===== config.mk =====
export PLATFORM = sky130hd
export DESIGN_NAME = pm_cmd_gen_flat
export DESIGN_NICKNAME = d
export VERILOG_FILES = /design/src/pm_pkg.sv /design/src/pm_ctrl_if.sv /design/src/pm_cmd_gen.sv /design/src/flat_wrapper.sv
export VERILOG_INCLUDE_DIRS = /design/src
export SDC_FILE = /design/constraint.sdc
export NUM_CORES = 1
export LEC_CHECK = 0
export ABC_AREA = 0
export BUFFER_PORTS_ARGS = -buffer_cell sky130_fd_sc_hd__buf_2
export CAP_MARGIN = 10
export CORE_UTILIZATION = 38
export DETAILED_ROUTE_END_ITERATION = 8
export PLACE_DENSITY = 0.73
export RECOVER_POWER = 25
export SYNTH_ARGS = -nofsm -noshare
export SYNTH_HDL_FRONTEND = slang
export SYNTH_SLANG_ARGS = --single-unit

===== constraint.sdc =====
create_clock -name clk -period 2.2 [get_ports clk]
set_input_delay 0.22 -clock clk [delete_from_list [all_inputs] [get_ports clk]]
set_output_delay 0.22 -clock clk [all_outputs]
set_load 0.05 [all_outputs]

===== src/pm_config.svh =====
// packet memory configuration

`ifndef PM_CONFIG_SVH
`define PM_CONFIG_SVH

// ----------------------------------------------------------------------
// bank geometry
// ----------------------------------------------------------------------

// chunks per bank, lower half is chunks 0 .. PM_N_CHUNKS/2-1
`define PM_N_CHUNKS 4

// number of sector banks side by side
`define PM_N_SECTORS 2

// ----------------------------------------------------------------------
// chunk sram shape
// ----------------------------------------------------------------------

// word address per chunk, 64 words deep
`define PM_ADDR_W 6

// data bits per chunk word
`define PM_DATA_W 16

`endif


===== src/pm_pkg.sv =====
// packet memory types

`default_nettype none

`include "pm_config.svh"

package pm_pkg;

  // ----------------------------------------------------------------------
  // scalar types
  // ----------------------------------------------------------------------

  // one chunk word address
  typedef logic [`PM_ADDR_W-1:0] pm_addr_t;

  // one chunk data word
  typedef logic [`PM_DATA_W-1:0] pm_data_t;

  // one bit per chunk in a bank
  typedef logic [`PM_N_CHUNKS-1:0] pm_chunk_mask_t;

  // one bit per sector bank
  typedef logic [`PM_N_SECTORS-1:0] pm_sect_mask_t;

  // ----------------------------------------------------------------------
  // control word, fanned out to every bank
  // ----------------------------------------------------------------------
  typedef struct packed {
    logic           v;
    // one-hot sector select per half
    pm_sect_mask_t  sect_en_lower;
    pm_sect_mask_t  sect_en_upper;
    // per half, 1 = write, 0 = read
    pm_sect_mask_t  sect_rw_lower;
    pm_sect_mask_t  sect_rw_upper;
    // read and write addresses travel separately
    pm_addr_t       a_rd;
    pm_addr_t       a_wr;
    pm_chunk_mask_t en_rd;
    pm_chunk_mask_t en_wr;
  } pm_ctrl_t;

  // per-chunk read return from one bank
  typedef struct packed {
    pm_data_t [`PM_N_CHUNKS-1:0] d;
    // one-cycle strobe per chunk
    pm_chunk_mask_t              v;
  } pm_rd_bus_t;

endpackage

`default_nettype wire


===== src/pm_ctrl_if.sv =====
// control word interface

`timescale 1ns/1ps
`default_nettype none

`include "pm_config.svh"

interface pm_ctrl_if;

  import pm_pkg::*;

  // ----------------------------------------------------------------------
  // payload
  // ----------------------------------------------------------------------

  // control word, a level qualified by ctrl.v
  // lasts one cycle per request, no handshake
  pm_ctrl_t                    ctrl;

  // write data, one word per chunk
  // only meaningful while a write is flagged in ctrl
  pm_data_t [`PM_N_CHUNKS-1:0] w_data;

  // ----------------------------------------------------------------------
  // modports
  // ----------------------------------------------------------------------

  // command generator side
  modport gen (
    output ctrl,
    output w_data
  );

  // every sector bank listens on this side
  modport bank (
    input ctrl,
    input w_data
  );

endinterface

`default_nettype wire


===== src/pm_cmd_gen.sv =====
// packet memory command generator

`timescale 1ns/1ps
`default_nettype none

`include "pm_config.svh"

module pm_cmd_gen (
  input  logic                                  clk,
  input  logic                                  i_rst_n,
  input  logic                                  i_req_v,
  input  logic                                  i_req_wr,
  input  logic [$clog2(`PM_N_SECTORS)-1:0]      i_req_sector,
  input  logic                                  i_req_upper,
  input  pm_pkg::pm_addr_t                      i_req_addr,
  input  pm_pkg::pm_chunk_mask_t                i_req_chunk_en,
  input  pm_pkg::pm_data_t [`PM_N_CHUNKS-1:0]   i_wr_data,
  pm_ctrl_if.gen                                o_ctrl
);

  import pm_pkg::*;

  pm_sect_mask_t sect_oh;
  pm_ctrl_t      ctrl_nxt;

  // ----------------------------------------------------------------------
  // request encode
  // ----------------------------------------------------------------------
  always_comb begin
    // one-hot sector select
    sect_oh = '0;
    sect_oh[i_req_sector] = 1'b1;

    ctrl_nxt   = '0;
    ctrl_nxt.v = i_req_v;

    // only the chosen half sees the sector
    if (i_req_upper) begin
      ctrl_nxt.sect_en_upper = sect_oh;
      ctrl_nxt.sect_rw_upper = i_req_wr ? sect_oh : '0;
    end else begin
      ctrl_nxt.sect_en_lower = sect_oh;
      ctrl_nxt.sect_rw_lower = i_req_wr ? sect_oh : '0;
    end

    // write fields or read fields, never both
    if (i_req_wr) begin
      ctrl_nxt.a_wr  = i_req_addr;
      ctrl_nxt.en_wr = i_req_chunk_en;
    end else begin
      ctrl_nxt.a_rd  = i_req_addr;
      ctrl_nxt.en_rd = i_req_chunk_en;
    end
  end

  // control word register, valid for one cycle after the sampling edge
  always_ff @(posedge clk) begin
    if (!i_rst_n) begin
      o_ctrl.ctrl <= '0;
    end else begin
      o_ctrl.ctrl <= ctrl_nxt;
    end
  end

  // write data rides alongside the control word
  always_ff @(posedge clk) begin
    if (i_req_v && i_req_wr) begin
      o_ctrl.w_data <= i_wr_data;
    end
  end

  // an accepted request shows up next cycle on exactly one sector and half
  a_one_sector: assert property (@(posedge clk) disable iff (!i_rst_n)
    i_req_v |=> o_ctrl.ctrl.v &&
      $onehot({o_ctrl.ctrl.sect_en_upper, o_ctrl.ctrl.sect_en_lower}));

endmodule

`default_nettype wire


===== src/flat_wrapper.sv =====
// flat-port wrapper written by rule: the top's interface ports become plain ports
module pm_cmd_gen_flat import pm_pkg::*;
  (clk, i_rst_n, i_req_v, i_req_wr, i_req_sector, i_req_upper, i_req_addr, i_req_chunk_en, i_wr_data, o_ctrl_ctrl, o_ctrl_w_data);
  pm_ctrl_if o_ctrl_i ();
  input  logic clk;
  input  logic i_rst_n;
  input  logic i_req_v;
  input  logic i_req_wr;
  input  logic [$clog2(`PM_N_SECTORS)-1:0] i_req_sector;
  input  logic i_req_upper;
  input  pm_pkg::pm_addr_t i_req_addr;
  input  pm_pkg::pm_chunk_mask_t i_req_chunk_en;
  input  pm_pkg::pm_data_t [`PM_N_CHUNKS-1:0] i_wr_data;
  output wire logic [$bits(o_ctrl_i.ctrl)-1:0] o_ctrl_ctrl;
  output wire logic [$bits(o_ctrl_i.w_data)-1:0] o_ctrl_w_data;
  assign o_ctrl_ctrl = o_ctrl_i.ctrl;
  assign o_ctrl_w_data = o_ctrl_i.w_data;
  pm_cmd_gen u_core (.clk(clk), .i_rst_n(i_rst_n), .i_req_v(i_req_v), .i_req_wr(i_req_wr), .i_req_sector(i_req_sector), .i_req_upper(i_req_upper), .i_req_addr(i_req_addr), .i_req_chunk_en(i_req_chunk_en), .i_wr_data(i_wr_data), .o_ctrl(o_ctrl_i));
endmodule

==> out/qor.txt <==
status = finished clean
TritonCTS buffer count = 9
WP data arrival = 0.94 ns
via count of the routed design = 1,781
sw frac = 0.2611
synth warn = 0
vias in the first global route = 1,655
die height = 87.59 um
Routability Congestion = 0.6739
CTS tree = done
finished layout cell area = 3979 um^2
kind of cell adding the most delay to the critical path = flip-flops
synth unique cells = 14
largest buffer count on any clock path = 2
worst slack at placement = 0.7360 ns
Slowest-stage cell, CP = edfxtp_1
Final Hold Viols = 0
post-DR vias/cell = 4.344
cts repair resizes = 0
unrepaired setup endpoints after global routing = false
Mapped Cells = 128
cell area after synthesis = 2784 um^2
syn avg cell area = 21.75 um^2
P&R area growth vs syn = 42.92%
FF+latch area = 2502 um^2
type of the worst setup path = flop to primary output
DRT met1 WL = 2101 um
DR pass1 iterations = 4
H-tree depth = 3
Top Layer Used = met5
max_cap viols = 0
initial core utilization = 0.4009
placement-stage cell area = 3739 um^2
hold buffers post-CTS = 0
setup TNS = 0 ns
Period minus WS final = 1.163 ns
Combinational Power Share = 0.148
clk root buf = clkbuf_8
largest net degree at the start of global routing = 37
WL/cell = 13.56 um
sequential-to-total area share from yosys stat = 0.8989
Worst slew margin = 0.7115
clk slew on worst S/H paths = 0.09 ns
initial antenna violation count = 2
Reg power frac = 0.517
Pleak = 0.001846 uW
clk sinks = 93
largest family of logic cells by synthesized area = simple AND/OR/NAND/NOR gates
mux share of post-synthesis cell area = 0
Core Util, Final = 0.5730
Worst Setup Start Kind = flop
post-synthesis net count = 208
NetSw = 1008 uW
CP Capture Type = primary output
post-route ant nets = 0
I/O Pins = 173
Max Slew Vio Count = 0
global-route wire length before repair = 7866 um
final setup fails = 0
routed wl met2 = 2481 um
Seq cells post-synth = 93
FMAX = 0.8596 GHz
Adder-Cell Fraction of Synth Area = 0
Layout Nets = 388
Max VDD drop = 0.4745 mV
Max FO, Critical Path = 1
I/O Buffers = 172
layout cell share with drive strength beyond 1 = 0.6198
Simple-Gate Fraction of Synth Area = 0.08584
Worst Slack Setup Final = 1.037 ns
wirelength, routed = 5560 um
DRC = 0
Final period util = 0.5288
Synth Area in XOR/XNOR = 0
worst min-delay path category = input pin to flop
Die W = 87.59 um
Compound-Gate Fraction of Synth Area = 0
crit-path cells = buf_2
DRT iter0 DRCs = 34
grt total ovfl = 0
PwrDens = 970.8 nW/um^2
multi-input logic area = 240.2 um^2
Core ar. = 6944 um^2
Fin Hold WS = 0.05131 ns
CP required = 1.98 ns
DR WL met3 = 884 um
GRT Total Usage = 0.1428
Slew @ Worst Pin = 0.4327 ns
postcts setup bufs = 0
Pint = 2854 uW
layout filler cell count = 573
row cnt = 30
dpl hpwl = 4168 um
max incr delay on CP = 0.39 ns
Clock power frac = 0.334
Critical path buffers and inverters = 1
Die ar. = 7672 um^2
==> per-layer routing <==
| layer | vias to the layer above | GRT usage |
|---|---|---|
| met5 | - | 0 |
| met4 | 2 | 0.06259 |
| met3 | 10 | 0.09896 |
| met2 | 121 | 0.2251 |
| met1 | 807 | 0.1469 |
| li1 | 841 | - |
==> power by group through the flow <==
stage / logic, uW / registers [uW] / clock network (uW)
finish: 573 / 2000 / 1290
global route: 597 / 2010 / 1390
CTS: 577 / 2000 / 1340
detailed placement: 577 / 2040 / 0
global placement: 572 / 2040 / 0
floorplan: 45.4 / 2400 / 0
==> path summary, 6_finish.rpt <==
| kind | from | to | slack [ns] | depth (start not counted) |
|---|---|---|---|---|
| max | u_core.o_ctrl.w_data[27]$_DFFE_PP_ | o_ctrl_w_data[27] | 1.04 | 1 |
| min | i_wr_data[25] | u_core.o_ctrl.w_data[25]$_DFFE_PP_ | 0.05 | 1 |
==> final cells by class <==
type / instances / area share
antenna: 1 / 0.0006289
sequential: 93 / 0.6289
tap: 96 / 0.03019
timing repair buffer: 174 / 0.2201
clock inverter: 7 / 0.02862
multi-input combinational: 30 / 0.06038
clock buffer: 9 / 0.03113
==> state kept, by name, summed over array words and instances (netlist names) <==
name and flops:
u_core.o_ctrl.w_data 64, u_core.o_ctrl.ctrl 29
==> placed cells by master (no fill, tap or decap), drive strengths merged <==
master / n
buf: 174
edfxtp: 64
dfxtp: 29
and3b: 12
and3: 11
clkbuf: 9
bufinv: 3
clkinvlp: 2
and2: 2
and4b: 2
clkinv: 2
diode: 1
and4bb: 1
nor3b: 1
and4: 1
==> per-stage QoR <==
step                std cells  power [uW]
floorplan                 128        2445
global placement          393        2608
detailed placement        393        2617
CTS                       409        3916
global route              409        4001
finish                    410        3862
==> cell usage after synthesis <==
cell       n  share of area
edfxtp_1  64           0.69
dfxtp_1   29           0.21
and3_1    11          0.025
and3b_1   10          0.031
and2_1     2         0.0045
and3b_2    2         0.0072
buf_4      2         0.0054
buf_6      2         0.0081
and4_1     1         0.0031
and4b_1    1         0.0036
and4b_2    1         0.0040
and4bb_2   1         0.0045
clkbuf_2   1         0.0018
nor3b_1    1         0.0027
==> logic make-up after synthesis <==
group / Yosys count
flip-flops: 93
buffers and inverters: 5
AND/OR/NAND/NOR: 30
(Power assumes the default switching activity.)
