### src/pm_config.svh
// packet memory configuration

`ifndef PM_CONFIG_SVH
`define PM_CONFIG_SVH

// ----------------------------------------------------------------------
// bank geometry
// ----------------------------------------------------------------------

// chunks per bank, lower half is chunks 0 .. PM_N_CHUNKS/2-1
`define PM_N_CHUNKS 4

// number of sector banks side by side
`define PM_N_SECTORS 2

// ----------------------------------------------------------------------
// chunk sram shape
// ----------------------------------------------------------------------

// word address per chunk, 64 words deep
`define PM_ADDR_W 6

// data bits per chunk word
`define PM_DATA_W 16

`endif

### src/pm_pkg.sv
// packet memory types

`default_nettype none

`include "pm_config.svh"

package pm_pkg;

  // ----------------------------------------------------------------------
  // scalar types
  // ----------------------------------------------------------------------

  // one chunk word address
  typedef logic [`PM_ADDR_W-1:0] pm_addr_t;

  // one chunk data word
  typedef logic [`PM_DATA_W-1:0] pm_data_t;

  // one bit per chunk in a bank
  typedef logic [`PM_N_CHUNKS-1:0] pm_chunk_mask_t;

  // one bit per sector bank
  typedef logic [`PM_N_SECTORS-1:0] pm_sect_mask_t;

  // ----------------------------------------------------------------------
  // control word, fanned out to every bank
  // ----------------------------------------------------------------------
  typedef struct packed {
    logic           v;
    // one-hot sector select per half
    pm_sect_mask_t  sect_en_lower;
    pm_sect_mask_t  sect_en_upper;
    // per half, 1 = write, 0 = read
    pm_sect_mask_t  sect_rw_lower;
    pm_sect_mask_t  sect_rw_upper;
    // read and write addresses travel separately
    pm_addr_t       a_rd;
    pm_addr_t       a_wr;
    pm_chunk_mask_t en_rd;
    pm_chunk_mask_t en_wr;
  } pm_ctrl_t;

  // per-chunk read return from one bank
  typedef struct packed {
    pm_data_t [`PM_N_CHUNKS-1:0] d;
    // one-cycle strobe per chunk
    pm_chunk_mask_t              v;
  } pm_rd_bus_t;

endpackage

`default_nettype wire

### src/pm_ctrl_if.sv
// control word interface

`timescale 1ns/1ps
`default_nettype none

`include "pm_config.svh"

interface pm_ctrl_if;

  import pm_pkg::*;

  // ----------------------------------------------------------------------
  // payload
  // ----------------------------------------------------------------------

  // control word, a level qualified by ctrl.v
  // lasts one cycle per request, no handshake
  pm_ctrl_t                    ctrl;

  // write data, one word per chunk
  // only meaningful while a write is flagged in ctrl
  pm_data_t [`PM_N_CHUNKS-1:0] w_data;

  // ----------------------------------------------------------------------
  // modports
  // ----------------------------------------------------------------------

  // command generator side
  modport gen (
    output ctrl,
    output w_data
  );

  // every sector bank listens on this side
  modport bank (
    input ctrl,
    input w_data
  );

endinterface

`default_nettype wire

### src/pm_chunk_sram.sv
// behavioral chunk sram

`timescale 1ns/1ps
`default_nettype none

`include "pm_config.svh"

module pm_chunk_sram (
  input  logic             clk,
  input  logic             i_rst_n,
  input  pm_pkg::pm_addr_t i_addr,
  input  logic             i_rd_en,
  input  logic             i_wr_en,
  input  pm_pkg::pm_data_t i_wr_data,
  output pm_pkg::pm_data_t o_rd_data,
  output logic             o_rd_valid
);

  import pm_pkg::*;

  localparam int DEPTH = 2 ** `PM_ADDR_W;

  // storage array
  pm_data_t mem [DEPTH];

  // ----------------------------------------------------------------------
  // single port access
  // ----------------------------------------------------------------------

  // write lands on the edge that ends the request cycle
  // read data is registered, one cycle latency
  always_ff @(posedge clk) begin
    if (i_wr_en) begin
      mem[i_addr] <= i_wr_data;
    end
    if (i_rd_en) begin
      o_rd_data <= mem[i_addr];
    end
  end

  // read valid strobe, one cycle behind rd_en
  always_ff @(posedge clk) begin
    if (!i_rst_n) begin
      o_rd_valid <= 1'b0;
    end else begin
      o_rd_valid <= i_rd_en;
    end
  end

  // bank decode must never ask for both at once on one port
  a_rd_wr_excl: assert property (@(posedge clk) disable iff (!i_rst_n)
    !(i_rd_en && i_wr_en));

endmodule

`default_nettype wire

### src/pm_bank.sv
// packet memory sector bank

`timescale 1ns/1ps
`default_nettype none

`include "pm_config.svh"

module pm_bank #(
  parameter int SECTOR_ID = 0
) (
  input  logic              clk,
  input  logic              i_rst_n,
  pm_ctrl_if.bank           i_ctrl,
  output pm_pkg::pm_rd_bus_t o_r_bus
);

  import pm_pkg::*;

  localparam int N_LOWER = `PM_N_CHUNKS / 2;

  // per-chunk sram controls
  pm_addr_t [`PM_N_CHUNKS-1:0] chunk_addr;
  pm_chunk_mask_t              chunk_rd_en;
  pm_chunk_mask_t              chunk_wr_en;
  pm_chunk_mask_t              chunk_rd_valid;
  pm_data_t [`PM_N_CHUNKS-1:0] chunk_rd_data;

  // this bank's select and direction, per half
  logic hit_lower;
  logic hit_upper;
  logic wr_lower;
  logic wr_upper;

  // ----------------------------------------------------------------------
  // control word decode
  // ----------------------------------------------------------------------
  always_comb begin
    logic hit;
    logic wr;

    hit_lower = i_ctrl.ctrl.v & i_ctrl.ctrl.sect_en_lower[SECTOR_ID];
    hit_upper = i_ctrl.ctrl.v & i_ctrl.ctrl.sect_en_upper[SECTOR_ID];
    wr_lower  = i_ctrl.ctrl.sect_rw_lower[SECTOR_ID];
    wr_upper  = i_ctrl.ctrl.sect_rw_upper[SECTOR_ID];

    chunk_rd_en = '0;
    chunk_wr_en = '0;

    for (int i = 0; i < `PM_N_CHUNKS; i++) begin
      // address defaults to the read side
      chunk_addr[i] = i_ctrl.ctrl.a_rd;

      // pick the half this chunk belongs to
      if (i < N_LOWER) begin
        hit = hit_lower;
        wr  = wr_lower;
      end else begin
        hit = hit_upper;
        wr  = wr_upper;
      end

      if (hit) begin
        if (wr) begin
          // write steers the address over to a_wr
          chunk_addr[i]  = i_ctrl.ctrl.a_wr;
          chunk_wr_en[i] = i_ctrl.ctrl.en_wr[i];
        end else begin
          chunk_rd_en[i] = i_ctrl.ctrl.en_rd[i];
        end
      end
    end
  end

  // ----------------------------------------------------------------------
  // chunk srams
  // ----------------------------------------------------------------------
  for (genvar chunk_i = 0; chunk_i < `PM_N_CHUNKS; chunk_i++) begin : g_chunk
    pm_chunk_sram u_chunk_sram (
      .clk        (clk),
      .i_rst_n    (i_rst_n),
      .i_addr     (chunk_addr[chunk_i]),
      .i_rd_en    (chunk_rd_en[chunk_i]),
      .i_wr_en    (chunk_wr_en[chunk_i]),
      .i_wr_data  (i_ctrl.w_data[chunk_i]),
      .o_rd_data  (chunk_rd_data[chunk_i]),
      .o_rd_valid (chunk_rd_valid[chunk_i])
    );
  end

  // ----------------------------------------------------------------------
  // read return bus
  // ----------------------------------------------------------------------

  // straight from the srams, no extra stage here
  always_comb begin
    o_r_bus.v = chunk_rd_valid;
    for (int i = 0; i < `PM_N_CHUNKS; i++) begin
      o_r_bus.d[i] = chunk_rd_data[i];
    end
  end

endmodule

`default_nettype wire

### src/flat_wrapper.sv
// flat-port wrapper written by rule: the top's interface ports become plain ports
module pm_bank_flat import pm_pkg::*;
#(
  parameter int SECTOR_ID = 0
)
  (clk, i_rst_n, o_r_bus, i_ctrl_ctrl, i_ctrl_w_data);
  pm_ctrl_if i_ctrl_i ();
  input  logic clk;
  input  logic i_rst_n;
  output pm_pkg::pm_rd_bus_t o_r_bus;
  input wire logic [$bits(i_ctrl_i.ctrl)-1:0] i_ctrl_ctrl;
  input wire logic [$bits(i_ctrl_i.w_data)-1:0] i_ctrl_w_data;
  assign i_ctrl_i.ctrl = i_ctrl_ctrl;
  assign i_ctrl_i.w_data = i_ctrl_w_data;
  pm_bank #(.SECTOR_ID(SECTOR_ID)) u_core (.clk(clk), .i_rst_n(i_rst_n), .i_ctrl(i_ctrl_i), .o_r_bus(o_r_bus));
endmodule
### config.mk
export PLATFORM = sky130hd
export DESIGN_NAME = pm_bank_flat
export DESIGN_NICKNAME = d
export VERILOG_FILES = /design/src/pm_pkg.sv /design/src/pm_ctrl_if.sv /design/src/pm_chunk_sram.sv /design/src/pm_bank.sv /design/src/flat_wrapper.sv
export VERILOG_INCLUDE_DIRS = /design/src
export SDC_FILE = /design/constraint.sdc
export NUM_CORES = 2
export LEC_CHECK = 0
export ABC_AREA = 0
export BUFFER_PORTS_ARGS = -buffer_cell sky130_fd_sc_hd__buf_4
export CORE_ASPECT_RATIO = 0.6
export CORE_MARGIN = 2
export CORE_UTILIZATION = 59
export CTS_BUF_LIST = sky130_fd_sc_hd__clkbuf_8
export DETAILED_ROUTE_END_ITERATION = 8
export PLACE_DENSITY_LB_ADDON = 0.05
export SETUP_SLACK_MARGIN = 0.3
export SLEW_MARGIN = 20
export SYNTH_ARGS = -nofsm -noshare
export SYNTH_HDL_FRONTEND = slang
export SYNTH_SLANG_ARGS = --single-unit
### constraint.sdc
create_clock -name clk -period 2.75 [get_ports clk]
set_clock_uncertainty 0.05 [all_clocks]
set_input_delay 0.4125 -clock clk [delete_from_list [all_inputs] [get_ports clk]]
set_output_delay 0.4125 -clock clk [all_outputs]
set_load 0.03 [all_outputs]
==> flow_summary.toml <==
[power]
switching_share_pct = 22.5
switching_power_mw = 27.1
p_int_mw = 93.4
pwr-share-seq_pct = 58.1
total_leakage_power_nw = 58.3
ir_drop_uv = 485
power_density_nw_per_um2 = 666
total_power_mw = 121
p_comb_share_pct = 5.9
clockPowerShare_pct = 36.0

[routing]
wl_per_cell_um = 32.4
route.detailed.drc = 0
firstDrtPassIters = 6
num_vias = 89700
drt_wl_total_um = 433000
vias_per_cell = 6.70
drt_iter0_markers = 14200
antenna_left = 0

[setup_path]
worstPathBufferInverterCount = 5
end_kind = "flop"
path_cells = "buf_4 -> nand3_4 -> buf_4 -> mux2i_4 -> buf_12 -> buf_12 -> a221oi_1 -> a31oi_1 -> buf_4 -> nor4_1 -> nand2_1"
reg2reg_to = "u_core.g_chunk[0].u_chunk_sram.o_rd_data[8]$_DFFE_PP_"
cp-startpoint = "i_ctrl_ctrl[28]"
path_max_fanout = 29
crit_family = "buffers and inverters"
rr_worst_depth = 6
critPathMaxStageDelay_ns = 0.62
path_class = "input port to flop"
cp-start-kind = "input port"
rrSetupSlack_ns = 0.39
crit_end = "u_core.g_chunk[2].u_chunk_sram.o_rd_data[2]$_DFFE_PP_"
cpMaxStageDelayCell = "a221oi_1"
reg2reg_from = "u_core.g_chunk[0].u_chunk_sram.mem[31][8]$_DFFE_PP_"
cp_num_cells = 11
arrival_ns = 3.20
path_common_cell = "buf_4"
crit_required_ns = 3.46

[synthesis]
avgSynthCellArea_um2 = 19.1
yosysUniqueCellTypes = 39
yosys_warnings = 0
syn-num-nets = 7966
synth_async_sr_flop_share_pct = 0
synth_area_leaders = "edfxtp_1, a22oi_1, a221oi_1"
synth_edf_count = 4160
synth_ff_type = "edfxtp_1"
ys_ff_latch = 4164
yosys.area.top_type_share_pct = 83.1
syn_inst = 7871
synth_top_area_cell = "edfxtp_1"
syn_area_um2 = 150000
ys_seq_area_share_pct = 83.2

[timing]
fmax_mhz = 401
slew_violations = 0
post-route-min-period_ns = 2.49
finalSetupViolations = 0
tightest_slew_ns = 0.939
hold_viol_final = 0
whs_ns = 0.158
finalCritPeriodShare_pct = 90.6
fin_ws_ns = 0.258
rsz0062_at_grt = "true"
slew-limit-headroom_pct = 37.4

[global_route]
grtUsageTotal_pct = 33.0
grt_max_degree = 65
first_global_vias = 85800
grt_pass1_wl_um = 616000
overflow = 0
antenna_found_initial = 24

[place]
port_buffers = 158
hpwl_um = 271000
dp.cells = 12300
gp_congestion = 0.869
dp_slack_ns = -1.46
dpl_cell_area_um2 = 169000

[flow_run]
drv_cap = 0

[floorplanning]
die_area_um2 = 259000
die_h_um = 395
core_um2 = 253000
io_pins = 163
start_util_pct = 59.4
chipWidth_um = 656
row_count = 143

[clock_network]
cts-root-buf = "clkbuf_8"
cts_tree = "built"
cts_buffers = 584
worstSkewPairLatency_ns = 1.03
htree_levels = 6
clkTransAtPathRegs_ns = 0.07
clockBufferDepth = 4
cts_sinks = 4164

[cells_and_area]
fin_nets = 9669
design_area_um2 = 181000
area_delta_synth_final_pct = 20.3
finalNonFillerCells = 13400
drive_above_1_share_pct = 25.1

[min_path]
whs_path_depth = 3
hp-start = "i_rst_n"
hold_class = "input port to flop"

[status]
status = "finished clean"
==> registers in the layout, summed over array words and instances (netlist names) <==
register / flops
u_core.g_chunk.u_chunk_sram.o_rd_valid: 4
u_core.g_chunk.u_chunk_sram.o_rd_data: 64
u_core.g_chunk.u_chunk_sram.mem: 4096
==> power groups by stage <==
stage                     logic (mW)  registers (mW)  clock network, mW
after global placement          6.67            71.3                  0
after global routing            7.48            69.9               46.6
after floorplan                 2.56            71.4                  0
after detailed placement        6.78            71.3                  0
final                           7.14            70.0               43.4
after CTS                       6.93            70.0               43.8
==> worst min path at each step <==
stage	end	slack (ns)
3_5_place_dp	u_core.g_chunk[3].u_chunk_sram.o_rd_valid$_SDFF_PN0_	0.61
4_1_cts	u_core.g_chunk[1].u_chunk_sram.o_rd_valid$_SDFF_PN0_	0.07
6_report	u_core.g_chunk[2].u_chunk_sram.o_rd_valid$_SDFF_PN0_	0.16
5_1_grt	u_core.g_chunk[1].u_chunk_sram.o_rd_valid$_SDFF_PN0_	0.13
2_1_floorplan	u_core.g_chunk[0].u_chunk_sram.mem[0][0]$_DFFE_PP_	0.46
3_3_place_gp	u_core.g_chunk[1].u_chunk_sram.o_rd_valid$_SDFF_PN0_	0.60
==> cells in the mapped netlist (3+ instances only) <==
cell / n
edfxtp_1: 4160
a22oi_1: 1024
a221oi_1: 511
a31oi_1: 511
a22o_1: 510
buf_2: 315
nor2_1: 274
clkbuf_1: 150
nor4_1: 126
nand2_1: 119
buf_1: 50
buf_4: 20
mux2i_1: 15
nand3_1: 11
and2_1: 9
a21oi_1: 8
and3_1: 6
nand3b_1: 6
o21ai_0: 6
dfxtp_1: 4
or3b_2: 4
mux2i_2: 3
nor3_1: 3
nor3b_1: 3
==> stage by stage <==
| stage | util (%) | TNS, ns |
|---|---|---|
| after CTS | 71.2 | 0 |
| after floorplan | - | 0 |
| after global placement | 66.9 | -447.23 |
| after detailed placement | 66.9 | -503.35 |
| after global routing | 71.4 | 0 |
| final | 71.4 | 0 |
==> layer usage <==
layer / wire (um) / vias to the layer above / GRT usage (%)
met5: 13 / - / 0
met2: 181000 / 6062 / 44.6
met4: 6530 / 2 / 6.16
met1: 184000 / 45900 / 53.4
li1: - / 37300 / -
met3: 62300 / 461 / 10.1
==> logic make-up (layout without fill, tap and decap cells) <==
| family | Yosys count | after routing | share of synthesized area [%] |
|---|---|---|---|
| compound gates | 2577 | 2577 | 13.3 |
| buf+inv | 538 | 2641 | 1.66 |
| flops | 4164 | 4164 | 83.2 |
| mux | 20 | 20 | 0.150 |
| other cells | 0 | 5 | 0 |
| simple gates | 572 | 572 | 1.74 |
==> final cells by class <==
cell class                 instances  area [um^2]
fill                           15500        72300
sequential                      4164       125000
multi-input combinational       3169        24400
timing repair buffer            1653        17100
clock inverter                   380         1730
inverter                           2         7.51
antenna                            5         12.5
tap                             3407         4260
clock buffer                     606         8340
==> worst register-to-register path: cells and delay by family (launching register included) <==
family / cells / cell delay, ns
buffers and inverters: 1 / 0.17
AND/OR/NAND/NOR: 2 / 0.80
AO/OA/AOI/OAI: 3 / 0.73
flip-flops: 1 / 0.36
==> placed cells by master, fill, tap and decap left out, types with 93 or more instances in the layout <==
| master | instances |
|---|---|
| buf_4 | 1212 |
| inv_1 | 192 |
| nor2_1 | 157 |
| a22oi_1 | 1023 |
| edfxtp_1 | 4160 |
| a221oi_1 | 484 |
| a31oi_1 | 504 |
| a22o_1 | 510 |
| clkbuf_8 | 606 |
| buf_12 | 359 |
| clkinv_1 | 121 |
| nand2_1 | 93 |
==> repair_timing <==
action | CTS | global route
gates resized for setup | 37 | 66
hold buffers | 72 | 0
pin swaps | 2 | 18
setup buffers | 0 | 11
endpoints found under the setup margin | 34 | 40
gates cloned | 0 | 1
endpoints found under the hold margin | 4047 | 0
Note: power is estimated with default switching activity, not from simulation.
